**config.mk**
```make
export PLATFORM = sky130hd
export DESIGN_NAME = hart
export DESIGN_NICKNAME = d
export VERILOG_FILES = /design/src/source/hart_cfg_pkg.sv /design/src/source/rv_isa_pkg.sv /design/src/source/decode_if.sv /design/src/source/hart.sv /design/src/source/alu.sv /design/src/source/reg_file.sv /design/src/source/decoder.sv
export SDC_FILE = /design/constraint.sdc
export NUM_CORES = 2
export LEC_CHECK = 0
export ABC_AREA = 0
export BUFFER_PORTS_ARGS = -buffer_cell sky130_fd_sc_hd__buf_2
export CAP_MARGIN = 0
export CORE_MARGIN = 2
export CORE_UTILIZATION = 40
export CTS_BUF_LIST = sky130_fd_sc_hd__clkbuf_8
export DETAILED_ROUTE_END_ITERATION = 10
export SLEW_MARGIN = 20
export SYNTH_ARGS = -nofsm -noshare
export SYNTH_HDL_FRONTEND = slang
export SYNTH_HIERARCHICAL = 1
export SYNTH_SLANG_ARGS = --single-unit
```
**constraint.sdc**
```tcl
create_clock -name i_clk -period 21.2 [get_ports i_clk]
set_input_delay 4.24 -clock i_clk [delete_from_list [all_inputs] [get_ports i_clk]]
set_output_delay 4.24 -clock i_clk [all_outputs]
set_load 0.01 [all_outputs]
```
**src/source/hart_cfg_pkg.sv**
```systemverilog
/* Datapath widths and internal control encodings of the hart.
   Reset address is fixed at zero; no per-instance override. */

`default_nettype none

package hart_cfg_pkg;

    localparam int XLEN     = 32;
    localparam int NUM_REGS = 32;              // Including x0

    typedef logic [XLEN-1:0] word_t;

    localparam word_t RESET_ADDR = '0;         // First fetch address

    // ============================================================
    // Decoded control encodings
    // ============================================================
    typedef enum logic [3:0] {
        ALU_ADD,
        ALU_SUB,
        ALU_SLL,
        ALU_SLT,
        ALU_SLTU,
        ALU_XOR,
        ALU_SRL,
        ALU_SRA,
        ALU_OR,
        ALU_AND
    } alu_op_e;

    // Immediate layouts
    typedef enum logic [2:0] {
        IMM_I,
        IMM_S,
        IMM_B,
        IMM_U,
        IMM_J
    } imm_fmt_e;

    // Register writeback source
    typedef enum logic [2:0] {
        WB_ALU,                                // ALU result
        WB_MEM,                                // Load data
        WB_PC4,                                // Link address for JAL/JALR
        WB_IMM,                                // LUI
        WB_PC_IMM                              // AUIPC
    } wb_sel_e;

endpackage

`default_nettype wire

```
**src/source/rv_isa_pkg.sv**
```systemverilog
/* RV32I encodings for the supported subset only: word loads and stores, no CSR
   or FENCE. Enum literals carry prefixes so both packages can be imported together. */

`default_nettype none

package rv_isa_pkg;

    // ============================================================
    // Major opcodes, bits [6:0]
    // ============================================================
    typedef enum logic [6:0] {
        OPC_OP     = 7'b0110011,    // Register-register ALU
        OPC_OP_IMM = 7'b0010011,    // Register-immediate ALU
        OPC_LOAD   = 7'b0000011,
        OPC_STORE  = 7'b0100011,
        OPC_BRANCH = 7'b1100011,
        OPC_JAL    = 7'b1101111,
        OPC_JALR   = 7'b1100111,
        OPC_LUI    = 7'b0110111,
        OPC_AUIPC  = 7'b0010111,
        OPC_SYSTEM = 7'b1110011     // Only EBREAK is accepted
    } opcode_e;

    // Branch conditions, funct3 of BRANCH
    typedef enum logic [2:0] {
        F3_BEQ  = 3'b000,
        F3_BNE  = 3'b001,
        F3_BLT  = 3'b100,
        F3_BGE  = 3'b101,
        F3_BLTU = 3'b110,
        F3_BGEU = 3'b111
    } branch_f3_e;

    // ALU function, funct3 of OP and OP_IMM
    typedef enum logic [2:0] {
        F3_ADD_SUB = 3'b000,        // funct7[5] picks SUB on OP only
        F3_SLL     = 3'b001,
        F3_SLT     = 3'b010,
        F3_SLTU    = 3'b011,
        F3_XOR     = 3'b100,
        F3_SR      = 3'b101,        // funct7[5] picks SRA
        F3_OR      = 3'b110,
        F3_AND     = 3'b111
    } alu_f3_e;

    localparam logic [2:0]  F3_WORD     = 3'b010;           // LW / SW
    localparam logic [31:0] EBREAK_WORD = 32'h0010_0073;

    typedef logic [4:0] reg_addr_t;

    // R-type field layout, shared by all formats for rd/rs1/rs2/funct3
    typedef struct packed {
        logic [6:0] funct7;
        reg_addr_t  rs2;
        reg_addr_t  rs1;
        logic [2:0] funct3;
        reg_addr_t  rd;
        logic [6:0] opcode;
    } inst_fields_t;

endpackage

`default_nettype wire
```
**src/source/decode_if.sv**
```systemverilog
/* Decoded control of the current instruction, valid in the same cycle.
   Enables are already cleared by the decoder on a trap. */

`timescale 1ns/10ps
`default_nettype none

interface decode_if
    import hart_cfg_pkg::*, rv_isa_pkg::*;
();

    alu_op_e    alu_op;
    logic       op2_is_imm;     // ALU operand 2 from imm instead of rs2
    word_t      imm;            // Sign-extended immediate
    wb_sel_e    wb_sel;
    logic       reg_write;
    logic       mem_read;
    logic       mem_write;
    logic       is_branch;
    branch_f3_e br_cond;
    logic       is_jal;
    logic       is_jalr;
    logic       trap;           // Illegal encoding
    logic       halt;           // EBREAK or trap

    modport dec_mp (output alu_op, op2_is_imm, imm, wb_sel, reg_write, mem_read,
                    mem_write, is_branch, br_cond, is_jal, is_jalr, trap, halt);

    modport alu_mp (input alu_op, br_cond);

    modport dp_mp (input op2_is_imm, imm, wb_sel, reg_write, mem_read, mem_write,
                   is_branch, is_jal, is_jalr, trap, halt);

endinterface

`default_nettype wire

```
**src/source/hart.sv**
```systemverilog
/* Single-cycle RV32I hart, combinational imem/dmem reads, dmem write on the edge.
   Low two address bits are dropped, no misalignment traps. After a trap or EBREAK
   the PC holds and the same instruction retires every cycle. */

`timescale 1ns/10ps
`default_nettype none

module hart
    import hart_cfg_pkg::*, rv_isa_pkg::*;
(
    input  wire        i_clk,
    input  wire        i_rst,              // Synchronous, active high

    // Instruction port
    output word_t      o_imem_raddr,
    input  wire word_t i_imem_rdata,

    // Data port, word access only
    output word_t      o_dmem_addr,
    output logic       o_dmem_ren,
    output logic       o_dmem_wen,
    output word_t      o_dmem_wdata,
    input  wire word_t i_dmem_rdata,

    // Retire port, one instruction per cycle
    output logic       o_retire_valid,
    output word_t      o_retire_inst,
    output logic       o_retire_trap,
    output logic       o_retire_halt,
    output reg_addr_t  o_retire_rd_waddr,  // Zero when nothing written
    output word_t      o_retire_rd_wdata,
    output word_t      o_retire_pc,
    output word_t      o_retire_next_pc
);

    word_t        pc;
    word_t        next_pc;
    word_t        pc_plus_4;
    word_t        pc_plus_imm;         // Branch/JAL target and AUIPC value
    inst_fields_t f;
    word_t        rs1_data;
    word_t        rs2_data;
    word_t        alu_op2;
    word_t        alu_result;
    logic         br_true;
    word_t        wb_data;
    logic         rd_wen;

    assign f = i_imem_rdata;

    decode_if ctl_if ();

    decoder decoder_i (
        .i_inst (i_imem_rdata),
        .ctl    (ctl_if.dec_mp)
    );

    // ============================================================
    // Register file and execute
    // ============================================================
    assign rd_wen = ctl_if.reg_write & ~i_rst;   // Decoder already clears it on trap

    reg_file reg_file_i (
        .i_clk      (i_clk),
        .i_rst      (i_rst),
        .i_rs1_addr (f.rs1),
        .i_rs2_addr (f.rs2),
        .i_rd_addr  (f.rd),
        .i_rd_data  (wb_data),
        .i_rd_wen   (rd_wen),
        .o_rs1_data (rs1_data),
        .o_rs2_data (rs2_data)
    );

    assign alu_op2 = ctl_if.op2_is_imm ? ctl_if.imm : rs2_data;

    alu alu_i (
        .ctl       (ctl_if.alu_mp),
        .i_op1     (rs1_data),
        .i_op2     (alu_op2),
        .o_result  (alu_result),
        .o_br_true (br_true)
    );

    // ============================================================
    // Program counter
    // ============================================================
    assign pc_plus_4   = pc + word_t'(4);
    assign pc_plus_imm = pc + ctl_if.imm;

    always_comb begin
        if (ctl_if.halt) begin
            next_pc = pc;                                  // Hold on EBREAK / trap
        end else if (ctl_if.is_jalr) begin
            next_pc = {alu_result[XLEN-1:1], 1'b0};        // rs1 + imm, bit 0 cleared
        end else if (ctl_if.is_jal || (ctl_if.is_branch && br_true)) begin
            next_pc = pc_plus_imm;
        end else begin
            next_pc = pc_plus_4;
        end
    end

    always_ff @(posedge i_clk) begin
        if (i_rst) begin
            pc <= RESET_ADDR;
        end else begin
            pc <= next_pc;
        end
    end

    assign o_imem_raddr = pc;

    // Data port, address is rs1 + imm word aligned
    assign o_dmem_addr  = {alu_result[XLEN-1:2], 2'b00};
    assign o_dmem_ren   = ctl_if.mem_read & ~i_rst;
    assign o_dmem_wen   = ctl_if.mem_write & ~i_rst;
    assign o_dmem_wdata = rs2_data;

    // Writeback select
    always_comb begin
        case (ctl_if.wb_sel)
            WB_MEM:    wb_data = i_dmem_rdata;
            WB_PC4:    wb_data = pc_plus_4;
            WB_IMM:    wb_data = ctl_if.imm;
            WB_PC_IMM: wb_data = pc_plus_imm;
            default:   wb_data = alu_result;
        endcase
    end

    // ============================================================
    // Retire
    // ============================================================
    assign o_retire_valid    = ~i_rst;
    assign o_retire_inst     = i_imem_rdata;
    assign o_retire_trap     = ctl_if.trap;
    assign o_retire_halt     = ctl_if.halt;
    assign o_retire_rd_waddr = ctl_if.reg_write ? f.rd : '0;
    assign o_retire_rd_wdata = (o_retire_rd_waddr != '0) ? wb_data : '0;   // x0 reads zero
    assign o_retire_pc       = pc;
    assign o_retire_next_pc  = next_pc;

endmodule

`default_nettype wire

```
**src/source/alu.sv**
```systemverilog
/* Combinational ALU and branch compare. o_br_true is only meaningful for a
   branch; reserved branch funct3 codes give not-taken. */

`timescale 1ns/10ps
`default_nettype none

module alu
    import hart_cfg_pkg::*, rv_isa_pkg::*;
(
    decode_if.alu_mp   ctl,
    input  wire word_t i_op1,
    input  wire word_t i_op2,
    output word_t      o_result,
    output logic       o_br_true
);

    logic [4:0] shamt;
    logic       eq;
    logic       lt_s;           // Signed less-than
    logic       lt_u;           // Unsigned less-than

    assign shamt = i_op2[4:0];  // Upper bits ignored for shifts
    assign eq    = (i_op1 == i_op2);
    assign lt_s  = ($signed(i_op1) < $signed(i_op2));
    assign lt_u  = (i_op1 < i_op2);

    // ============================================================
    // Result
    // ============================================================
    always_comb begin
        case (ctl.alu_op)
            ALU_ADD:  o_result = i_op1 + i_op2;
            ALU_SUB:  o_result = i_op1 - i_op2;
            ALU_SLL:  o_result = i_op1 << shamt;
            ALU_SLT:  o_result = {{(XLEN-1){1'b0}}, lt_s};
            ALU_SLTU: o_result = {{(XLEN-1){1'b0}}, lt_u};
            ALU_XOR:  o_result = i_op1 ^ i_op2;
            ALU_SRL:  o_result = i_op1 >> shamt;
            ALU_SRA:  o_result = word_t'($signed(i_op1) >>> shamt);
            ALU_OR:   o_result = i_op1 | i_op2;
            ALU_AND:  o_result = i_op1 & i_op2;
            default:  o_result = '0;
        endcase
    end

    // Branch condition from the three compares
    always_comb begin
        case (ctl.br_cond)
            F3_BEQ:  o_br_true = eq;
            F3_BNE:  o_br_true = ~eq;
            F3_BLT:  o_br_true = lt_s;
            F3_BGE:  o_br_true = ~lt_s;
            F3_BLTU: o_br_true = lt_u;
            F3_BGEU: o_br_true = ~lt_u;
            default: o_br_true = 1'b0;  // funct3 010 / 011
        endcase
    end

endmodule

`default_nettype wire

```
**src/source/reg_file.sv**
```systemverilog
/* x1..x31 in flops, x0 reads as zero. Reads are combinational and a write
   shows up on the read ports only in the next cycle (no bypass). */

`timescale 1ns/10ps
`default_nettype none

module reg_file
    import hart_cfg_pkg::*, rv_isa_pkg::*;
(
    input  wire            i_clk,
    input  wire            i_rst,
    input  wire reg_addr_t i_rs1_addr,
    input  wire reg_addr_t i_rs2_addr,
    input  wire reg_addr_t i_rd_addr,
    input  wire word_t     i_rd_data,
    input  wire            i_rd_wen,
    output word_t          o_rs1_data,
    output word_t          o_rs2_data
);

    word_t regs [1:NUM_REGS-1];     // No storage for x0

    always_ff @(posedge i_clk) begin
        if (i_rst) begin
            for (int i = 1; i < NUM_REGS; i++) begin
                regs[i] <= '0;
            end
        end else if (i_rd_wen && i_rd_addr != '0) begin   // x0 writes dropped
            regs[i_rd_addr] <= i_rd_data;
        end
    end

    assign o_rs1_data = (i_rs1_addr == '0) ? '0 : regs[i_rs1_addr];
    assign o_rs2_data = (i_rs2_addr == '0) ? '0 : regs[i_rs2_addr];

endmodule

`default_nettype wire

```
**src/source/decoder.sv**
```systemverilog
/* Purely combinational decode. Sub-word loads/stores, ECALL and any other
   SYSTEM word decode as traps. JALR funct3 and funct7 of ALU ops are not checked. */

`timescale 1ns/10ps
`default_nettype none

module decoder
    import hart_cfg_pkg::*, rv_isa_pkg::*;
(
    input  wire word_t i_inst,
    decode_if.dec_mp   ctl
);

    inst_fields_t f;
    imm_fmt_e     imm_fmt;
    alu_op_e      arith_op;     // funct3 mapping for OP / OP_IMM
    logic         illegal;
    logic         ebreak;

    assign f = i_inst;

    // ============================================================
    // ALU operation from funct3 and funct7[5]
    // ============================================================
    always_comb begin
        case (f.funct3)
            F3_ADD_SUB: arith_op = (f.opcode == OPC_OP && f.funct7[5]) ? ALU_SUB : ALU_ADD;
            F3_SLL:     arith_op = ALU_SLL;
            F3_SLT:     arith_op = ALU_SLT;
            F3_SLTU:    arith_op = ALU_SLTU;
            F3_XOR:     arith_op = ALU_XOR;
            F3_SR:      arith_op = f.funct7[5] ? ALU_SRA : ALU_SRL;   // Both formats
            F3_OR:      arith_op = ALU_OR;
            default:    arith_op = ALU_AND;
        endcase
    end

    // ============================================================
    // Main control
    // ============================================================
    always_comb begin
        ctl.alu_op     = ALU_ADD;        // Address / target sum by default
        ctl.op2_is_imm = 1'b1;
        ctl.wb_sel     = WB_ALU;
        ctl.reg_write  = 1'b0;
        ctl.mem_read   = 1'b0;
        ctl.mem_write  = 1'b0;
        ctl.is_branch  = 1'b0;
        ctl.br_cond    = branch_f3_e'(f.funct3);
        ctl.is_jal     = 1'b0;
        ctl.is_jalr    = 1'b0;
        imm_fmt        = IMM_I;
        illegal        = 1'b0;
        ebreak         = 1'b0;

        case (f.opcode)
            OPC_OP: begin
                ctl.alu_op     = arith_op;
                ctl.op2_is_imm = 1'b0;
                ctl.reg_write  = 1'b1;
            end
            OPC_OP_IMM: begin
                ctl.alu_op    = arith_op;
                ctl.reg_write = 1'b1;
            end
            OPC_LOAD: begin
                ctl.wb_sel    = WB_MEM;
                ctl.reg_write = 1'b1;
                ctl.mem_read  = 1'b1;
                illegal       = (f.funct3 != F3_WORD);    // LB/LH/LBU/LHU dropped
            end
            OPC_STORE: begin
                imm_fmt       = IMM_S;
                ctl.mem_write = 1'b1;
                illegal       = (f.funct3 != F3_WORD);    // SB/SH dropped
            end
            OPC_BRANCH: begin
                imm_fmt        = IMM_B;
                ctl.alu_op     = ALU_SUB;                 // Result unused, compare only
                ctl.op2_is_imm = 1'b0;                    // rs1 vs rs2
                ctl.is_branch  = 1'b1;
            end
            OPC_JAL: begin
                imm_fmt       = IMM_J;
                ctl.wb_sel    = WB_PC4;
                ctl.reg_write = 1'b1;
                ctl.is_jal    = 1'b1;
            end
            OPC_JALR: begin
                ctl.wb_sel    = WB_PC4;
                ctl.reg_write = 1'b1;
                ctl.is_jalr   = 1'b1;
            end
            OPC_LUI: begin
                imm_fmt       = IMM_U;
                ctl.wb_sel    = WB_IMM;
                ctl.reg_write = 1'b1;
            end
            OPC_AUIPC: begin
                imm_fmt       = IMM_U;
                ctl.wb_sel    = WB_PC_IMM;
                ctl.reg_write = 1'b1;
            end
            OPC_SYSTEM: begin
                ebreak  = (i_inst == EBREAK_WORD);
                illegal = (i_inst != EBREAK_WORD);        // ECALL, CSRs, WFI...
            end
            default: illegal = 1'b1;                      // Unknown opcode
        endcase

        // A trapping instruction must leave no architectural effect
        if (illegal) begin
            ctl.reg_write = 1'b0;
            ctl.mem_read  = 1'b0;
            ctl.mem_write = 1'b0;
        end
        ctl.trap = illegal;
        ctl.halt = illegal | ebreak;
    end

    // ============================================================
    // Immediate generation, all sign-extended from bit 31
    // ============================================================
    always_comb begin
        case (imm_fmt)
            IMM_S:   ctl.imm = {{20{i_inst[31]}}, i_inst[31:25], i_inst[11:7]};
            IMM_B:   ctl.imm = {{19{i_inst[31]}}, i_inst[31], i_inst[7],
                                i_inst[30:25], i_inst[11:8], 1'b0};
            IMM_U:   ctl.imm = {i_inst[31:12], 12'b0};
            IMM_J:   ctl.imm = {{11{i_inst[31]}}, i_inst[31], i_inst[19:12],
                                i_inst[20], i_inst[30:21], 1'b0};
            default: ctl.imm = {{20{i_inst[31]}}, i_inst[31:20]};     // I-type
        endcase
    end

endmodule

`default_nettype wire

```
After elaboration in Yosys (flattened, before gate mapping)
Memories as Yosys holds them, arrays and structs flattened.
Index checks and enable logic that the tools add are counted.
{ "totals": {"regBits": 32, "mem_bits_rw": 992, "inputBits": 66, "output_inout_bits": 234, "elab_cells": 115, "mem_count": 1} }
{ "classes": {"n_addsub": 4, "magnitude_cmp": 2, "eq_ne": 38, "shifts": 3, "mux": 37, "n_bitwise": 11, "reduce_logical": 18} }
{ "memory_table": {"columns": ["name", "depth", "word_bits", "read_ports", "rd_ports_with_merged_regs", "wr", "line_no", "text"], "rows": [
  ["reg_file_i.regs", 31, 32, 2, 0, 31, "reg_file.sv:21", "word_t regs [1:NUM_REGS-1];"]
]} }
{ "ops": {"columns": ["cell", "count"], "rows": [
  ["$pmux 32 s10", 1],
  ["$mux 32", 8],
  ["$pmux 32 s4", 1],
  ["$pmux 31 s4", 1],
  ["$add 32x32->32", 2],
  ["$lt 32x32->1", 2],
  ["$add 32x3->32 const B", 1],
  ["$and 32x32->32", 1],
  ["$eq 32x21->1 const B", 1],
  ["$eq 32x32->1", 1],
  ["$ne 32x21->1 const B", 1],
  ["$or 32x32->32", 1],
  ["$reduce_or 32->1", 1],
  ["$shl 32x5->32", 1],
  ["$shr 32x5->32", 1],
  ["$sshr 32x5->32", 1],
  ["$sub 32x32->32", 1],
  ["$xor 32x32->32", 1],
  ["$eq 7x7->1 const B", 4],
  ["$pmux 4 s7", 1],
  ["$pmux 3 s4", 2],
  ["$eq 7x6->1 const B", 3],
  ["$eq 3x2->1 const B", 6],
  ["$eq 3x3->1 const B", 6],
  ["other kinds (24)", 64]
]} }

Depth between registers and ports, before layout
{ "logic_depth": {"depth_word": 14, "ltp_mapped": 33, "mapped_depth_nobuf": 23} }

Modules after synthesis
Netlist, hierarchy kept.
{ "modules_own_cells": {"columns": ["mod", "n_inst", "cells_per_inst", "area_per_inst_um2", "seq_area_each_um2"], "rows": [
  ["reg_file", 1, 3765, 54631.1, 30749.5],
  ["alu", 1, 1313, 8927.3, 0.0],
  ["hart", 1, 991, 7036.7, 640.6],
  ["decoder", 1, 116, 764.5, 0.0]
]} }

Worst setup path before layout
No wires, ideal clock.
{ "synth_timing": {"kind": "input -> output", "startpoint": "input i_imem_rdata[22]", "endpoint": "output o_retire_next_pc[19]", "arrival_time_ns": 10.802, "path_slack_ns": 6.158, "cell_stages": 27, "path_cell_list": "buf_2 -> buf_2 -> clkbuf_1 -> mux4_2 -> a22o_1 -> a2111oi_0 -> nor3_1 -> mux2_2 -> clkbuf_1 -> inv_1 -> clkbuf_1 -> buf_1 -> clkbuf_1 -> ha_1 -> buf_2 -> nor3_1 -> nand4_1 -> or4_1 -> xor2_1 -> o311ai_0 -> or3b_2 -> a21oi_1 -> clkbuf_1 -> buf_1 -> a31oi_1 -> a221oi_1 -> a21oi_1"} }
{ "synth_via": {"elab_chain_len": 11, "word_cells_on_any_way": 32} }
{ "synth_rtl": {"columns": ["element", "line_no", "text"], "rows": [
  ["start, declared", "hart.sv:16", "input wire word_t i_imem_rdata,"],
  ["$mem_v2 31x32 / $logic_not 5->1 (equally long branches)", null, null],
  ["$mux 32 *", "reg_file.sv:34", "assign o_rs2_data = (i_rs2_addr == '0) ? '0 : regs[i_rs2_addr];"],
  ["via o_dmem_wdata[3]", "hart.sv:22", "output word_t o_dmem_wdata,"],
  ["$mux 32 *", "hart.sv:75", "assign alu_op2 = ctl_if.op2_is_imm ? ctl_if.imm : rs2_data;"],
  ["via alu_op2[3]", "hart.sv:43", "word_t alu_op2;"],
  ["$lt 32x32->1 (tied with other cells)", "alu.sv:25", "assign lt_u = (i_op1 < i_op2);"],
  ["$not 1->1, on equally long branches", "alu.sv:54, alu.sv:50, alu.sv:52", null],
  ["$pmux 1 s6 *", "alu.sv:48", "case (ctl.br_cond)"],
  ["via br_true", "hart.sv:45", "logic br_true;"],
  ["$logic_and 1x1->1 *", "hart.sv:96", "end else if (ctl_if.is_jal || (ctl_if.is_branch && br_true)) begin"],
  ["$logic_or 1x1->1 *", "hart.sv:96", null],
  ["$mux 32 *", "hart.sv:96", null],
  ["$mux 32 *", "hart.sv:94", "end else if (ctl_if.is_jalr) begin"],
  ["$mux 32 *", "hart.sv:92", "if (ctl_if.halt) begin"],
  ["end, declared", "hart.sv:33", "output word_t o_retire_next_pc"]
]} }
The timed path passes the listed nets; every way through them passes the cells marked *.

Worst setup path after layout
{ "layout_timing": {"startpoint": "input i_imem_rdata[20]", "endpoint": "output o_retire_rd_wdata[27]"} }
{ "layout_via": {"elab_chain_len": 7, "word_cells_on_any_way": 22} }
{ "layout_rtl": {"columns": ["element", "line_no", "text"], "rows": [
  ["$mem_v2 31x32 / $logic_not 5->1 (equally long branches)", null, null],
  ["$mux 32 *", "reg_file.sv:34", null],
  ["$mux 32 *", "hart.sv:75", null],
  ["via alu_op2[1]", "hart.sv:43", null],
  ["$sub 32x32->32 (tied with other cells)", "alu.sv:33", "ALU_SUB: o_result = i_op1 - i_op2;"],
  ["$pmux 32 s10 *", "alu.sv:31", "case (ctl.alu_op)"],
  ["$pmux 32 s4 *", "hart.sv:121", "case (ctl_if.wb_sel)"],
  ["via wb_data[27]", "hart.sv:46", "word_t wb_data;"],
  ["$mux 32 *", "hart.sv:138", "assign o_retire_rd_wdata = (o_retire_rd_waddr != '0) ? wb_data : '0;"],
  ["end, declared", "hart.sv:31", "output word_t o_retire_rd_wdata,"]
]} }
Marked as above.

==> results.md <==
- Fillcell total: 16415
- Avg Inst Size Synth: 11.5 um2
- Core area: 178000 um2
- Synthesized instance count: approximately 6200
- Post-Syn Area: 71400 um2
- Die area: around 180000 um2
- RD Place Congestion: 1.02
- Area post-placement: 75400 um2
- Initial Util: 0.401
- Peak supply drop: around 0.044 mV
- F_max: between 0.05 and 0.06 GHz
- Slew HR: 0.136
- DIE WIDTH: 426 um
- Postcts setup bufs: 0
- Final cell count without fillers: between 8000 and 9000
- Footprint of the multi-input gates: 37000 um2
- Ranking of synthesized cells by area: edfxtp_1 43%, mux4_2 13%, and2_1 9.3%
- Nets: 6497
- CP arrival: 13.28 ns
- Pwr Total: 5.88 mW
- Synth area leader: edfxtp_1
- Htree depth: 4
- Final min period: between 15 and 20 ns
- Design Area, Final: 78800 um2
- CP bufs+invs: 5
- Vias in the first global route: between 50000 and 60000
- Crit. End Element: output port
- Skew-Pair Late Insertion Delay: about 0.94 ns
- Post-synth top area share: 0.431
- RSZ-0062 raised after global routing: false
- Wire per inst: about 35 um
- Final setup margin: between 3 and 4 ns
- Synth unique cells: 120
- CTS hold repair buffers: 0
- Worst Hold Class: reg -> reg
- Clock sink total: 1056
- EDFF count, synth: about 1000
- Final setup vio count: 0
- Drt drc: 0
- Hold_sp: o_imem_raddr[14]$_SDFF_PP0_
- Seq cells post-synth: 1056
- # resized after CTS: 0
- Largest net degree at the start of global routing: 123
- Die span in y: 426 um
- Most common cell after layout, fill and taps aside: and2_1
- Port bufs: 297
- GRT overflow: 0
- Worst Setup Start Kind: primary input
- Slew Viols, Final: 0
- Cell Pwr Density: 74.7 nW/um2
- Post-synthesis sequential area ratio: 0.440
- Worst Setup SP: i_imem_rdata[20]
- Slowest stage delay, CP: 0.98 ns
- Initial antenna violation count: 17
- Placed cells: roughly 8500
- Delay-heaviest family, CP: compound AO/OA/AOI/OAI gates
- Synth Flop Type: edfxtp_1
- Synth-to-layout area growth: 10.4%
- Most frequent cells in the layout: 1062 x and2_1, 1024 x edfxtp_1, 403 x mux4_2, 378 x mux2i_1, 292 x buf_2
- DRT iter0 DRCs: between 7000 and 8000
- Drt first pass iters: 8
- R2R cell count: 17
- Final period utilization: 0.826
- Critical path type: in -> out
- Pre-CTS WS: 3.89 ns
- Post-synthesis async set-or-reset flop share: 0
- Critical path cell sequence: buf_8 -> buf_4 -> mux4_2 -> a2111oi_0 -> nor3_1 -> mux2_2 -> inv_2 -> buf_4 -> ha_1 -> o21bai_1 -> a2111oi_4 -> nor3_1 -> o31ai_1 -> a21oi_1 -> or2_0 -> a2111o_1 -> nand3_1 -> a221oi_1 -> o21ai_0 -> o221a_2 -> and2_1 -> buf_2
- Reg area: 31400 um2
- Final setup TNS: 0 ns
- Data required, critical path: 16.96 ns
- Total global-route track usage: 0.333
- Site Rows: 155
- Root Driver: clkbuf_8
- DRT Wirelength: 310 mm
- Worst reg-to-reg setup slack: 12.74 ns
- Total number of vias: about 57000
- Share of layout cells above drive strength 1: 0.230
- Stages on worst setup path: 22
- Total CTS buffers: between 150 and 200
- Ys Warns: 6
- CTS max path bufs: 3
- Status: complete, no violations
- Worst hold margin: 0.637 ns
- Slowest CP cell: a2111oi_0
- First-pass GRT wire length: about 430 mm
- R2r startpoint: reg_file_i/regs[26][0]$_SDFFCE_PN0P_
- CTS clock-pin slew for the worst setup and hold paths: 0.06 ns
- Crit path to: o_retire_rd_wdata[27]
- Worst R2R End: reg_file_i/regs[6][9]$_SDFFCE_PN0P_
- Post-Route Utilization: 0.443
- CP max FO: between 40 and 50
- HPWL Detailed: 210 mm
- Number of vias per cell: 6.46
- Leakage: about 30 nW
- IO Pins: 300
- Fin. Hold Viols: 0
- Clock skew: 0.0856 ns
- Max-Cap Viols: 0
- Routed Antenna Nets: 0
- Slew at the pin closest to its max-slew limit: ~1.3 ns
- CTS tree: built
cell usage after synthesis, types with 12 or more instances:
cell,count
a2111oi_0,28
a2111oi_1,32
a211oi_1,101
a21o_1,44
a21oi_1,236
a221o_1,12
a221oi_1,30
a22o_1,68
a22oi_1,122
a31oi_1,31
and2_1,1064
and3_1,26
buf_1,32
buf_2,85
buf_4,100
buf_6,25
clkbuf_1,408
dfxtp_1,32
edfxtp_1,1024
ha_1,129
inv_1,131
mux2_2,98
mux2i_1,378
mux4_2,403
nand2_1,243
nand2b_1,32
nand3_1,71
nand4_1,38
nor2_1,251
nor2b_1,78
nor3_1,81
nor4_1,50
o211ai_1,36
o21ai_0,192
o21ai_1,15
o22ai_1,68
o31ai_1,21
or2_2,39
or3_1,17
xnor2_1,51
xor2_1,24
worst reg2reg max path: stages (launching register included):
cell and delay (ns):
edfxtp_1 0.40, mux4_2 0.47, a22o_1 0.34, a2111oi_0 1.04, nor3_1 0.27, mux2_4 0.56
buf_4 0.48, mux2_2 0.44, mux4_2 0.49, o211ai_1 0.58, o21ai_0 0.20, o21ai_0 0.60
o211ai_1 0.65, a22o_1 0.43, a222oi_1 0.29, nand3_1 0.25, buf_4 0.32, and2_1 0.38
flip-flops by register name (all words and copies together) (netlist names):
register	count
reg_file_i/regs	1024
o_imem_raddr	32
routing by layer:
| metal | up-vias | routed length (um) | track usage | share of wire |
|---|---|---|---|---|
| met3 | 815 | 31500 | 0.0721 | 0.10 |
| met4 | 10 | 24900 | 0.230 | 0.080 |
| met5 | - | 71 | 0 | 0.00023 |
| li1 | 23592 | - | - | - |
| met1 | 28782 | 115000 | 0.416 | 0.37 |
| met2 | 3745 | 139000 | 0.516 | 0.45 |
how the worst min path moves through the flow:
stage,end,slack [ns],cells past startpoint
finish,o_imem_raddr[14]$_SDFF_PP0_,0.64,2
global route,o_imem_raddr[14]$_SDFF_PP0_,0.68,2
CTS,o_imem_raddr[14]$_SDFF_PP0_,0.63,2
detailed placement,o_imem_raddr[14]$_SDFF_PP0_,0.62,2
global placement,o_imem_raddr[14]$_SDFF_PP0_,0.61,2
floorplan,o_imem_raddr[0]$_SDFF_PP0_,0.57,2
cell type report:
type	count	share of cell area
flip-flops and latches	1056	0.399
well taps	2355	0.0374
diodes	14	0.000445
inverters	134	0.00639
multi-input cells	4370	0.470
clock inverters	143	0.0101
repair buffers	557	0.0450
clock buffers	181	0.0316
report_power, final:
part           total, mW  internal (mW)  switching (mW)
Sequential          2.42           2.37          0.0495
Combinational       1.70          0.501            1.20
Clock               1.77          0.852           0.913
cell families after synthesis:
family                     count (synthesis)  synth area share
DFF                                     1056             0.440
adders and majority gates                134            0.0237
AOI/OAI and AO/OA                       1188             0.116
and+or+nand+nor                         2056             0.163
other                                      2          0.000105
muxes                                    883             0.196
xor gates and xnor gates                  75           0.00921
buffers and inverters                    791            0.0518
(Power assumes the default switching activity.)
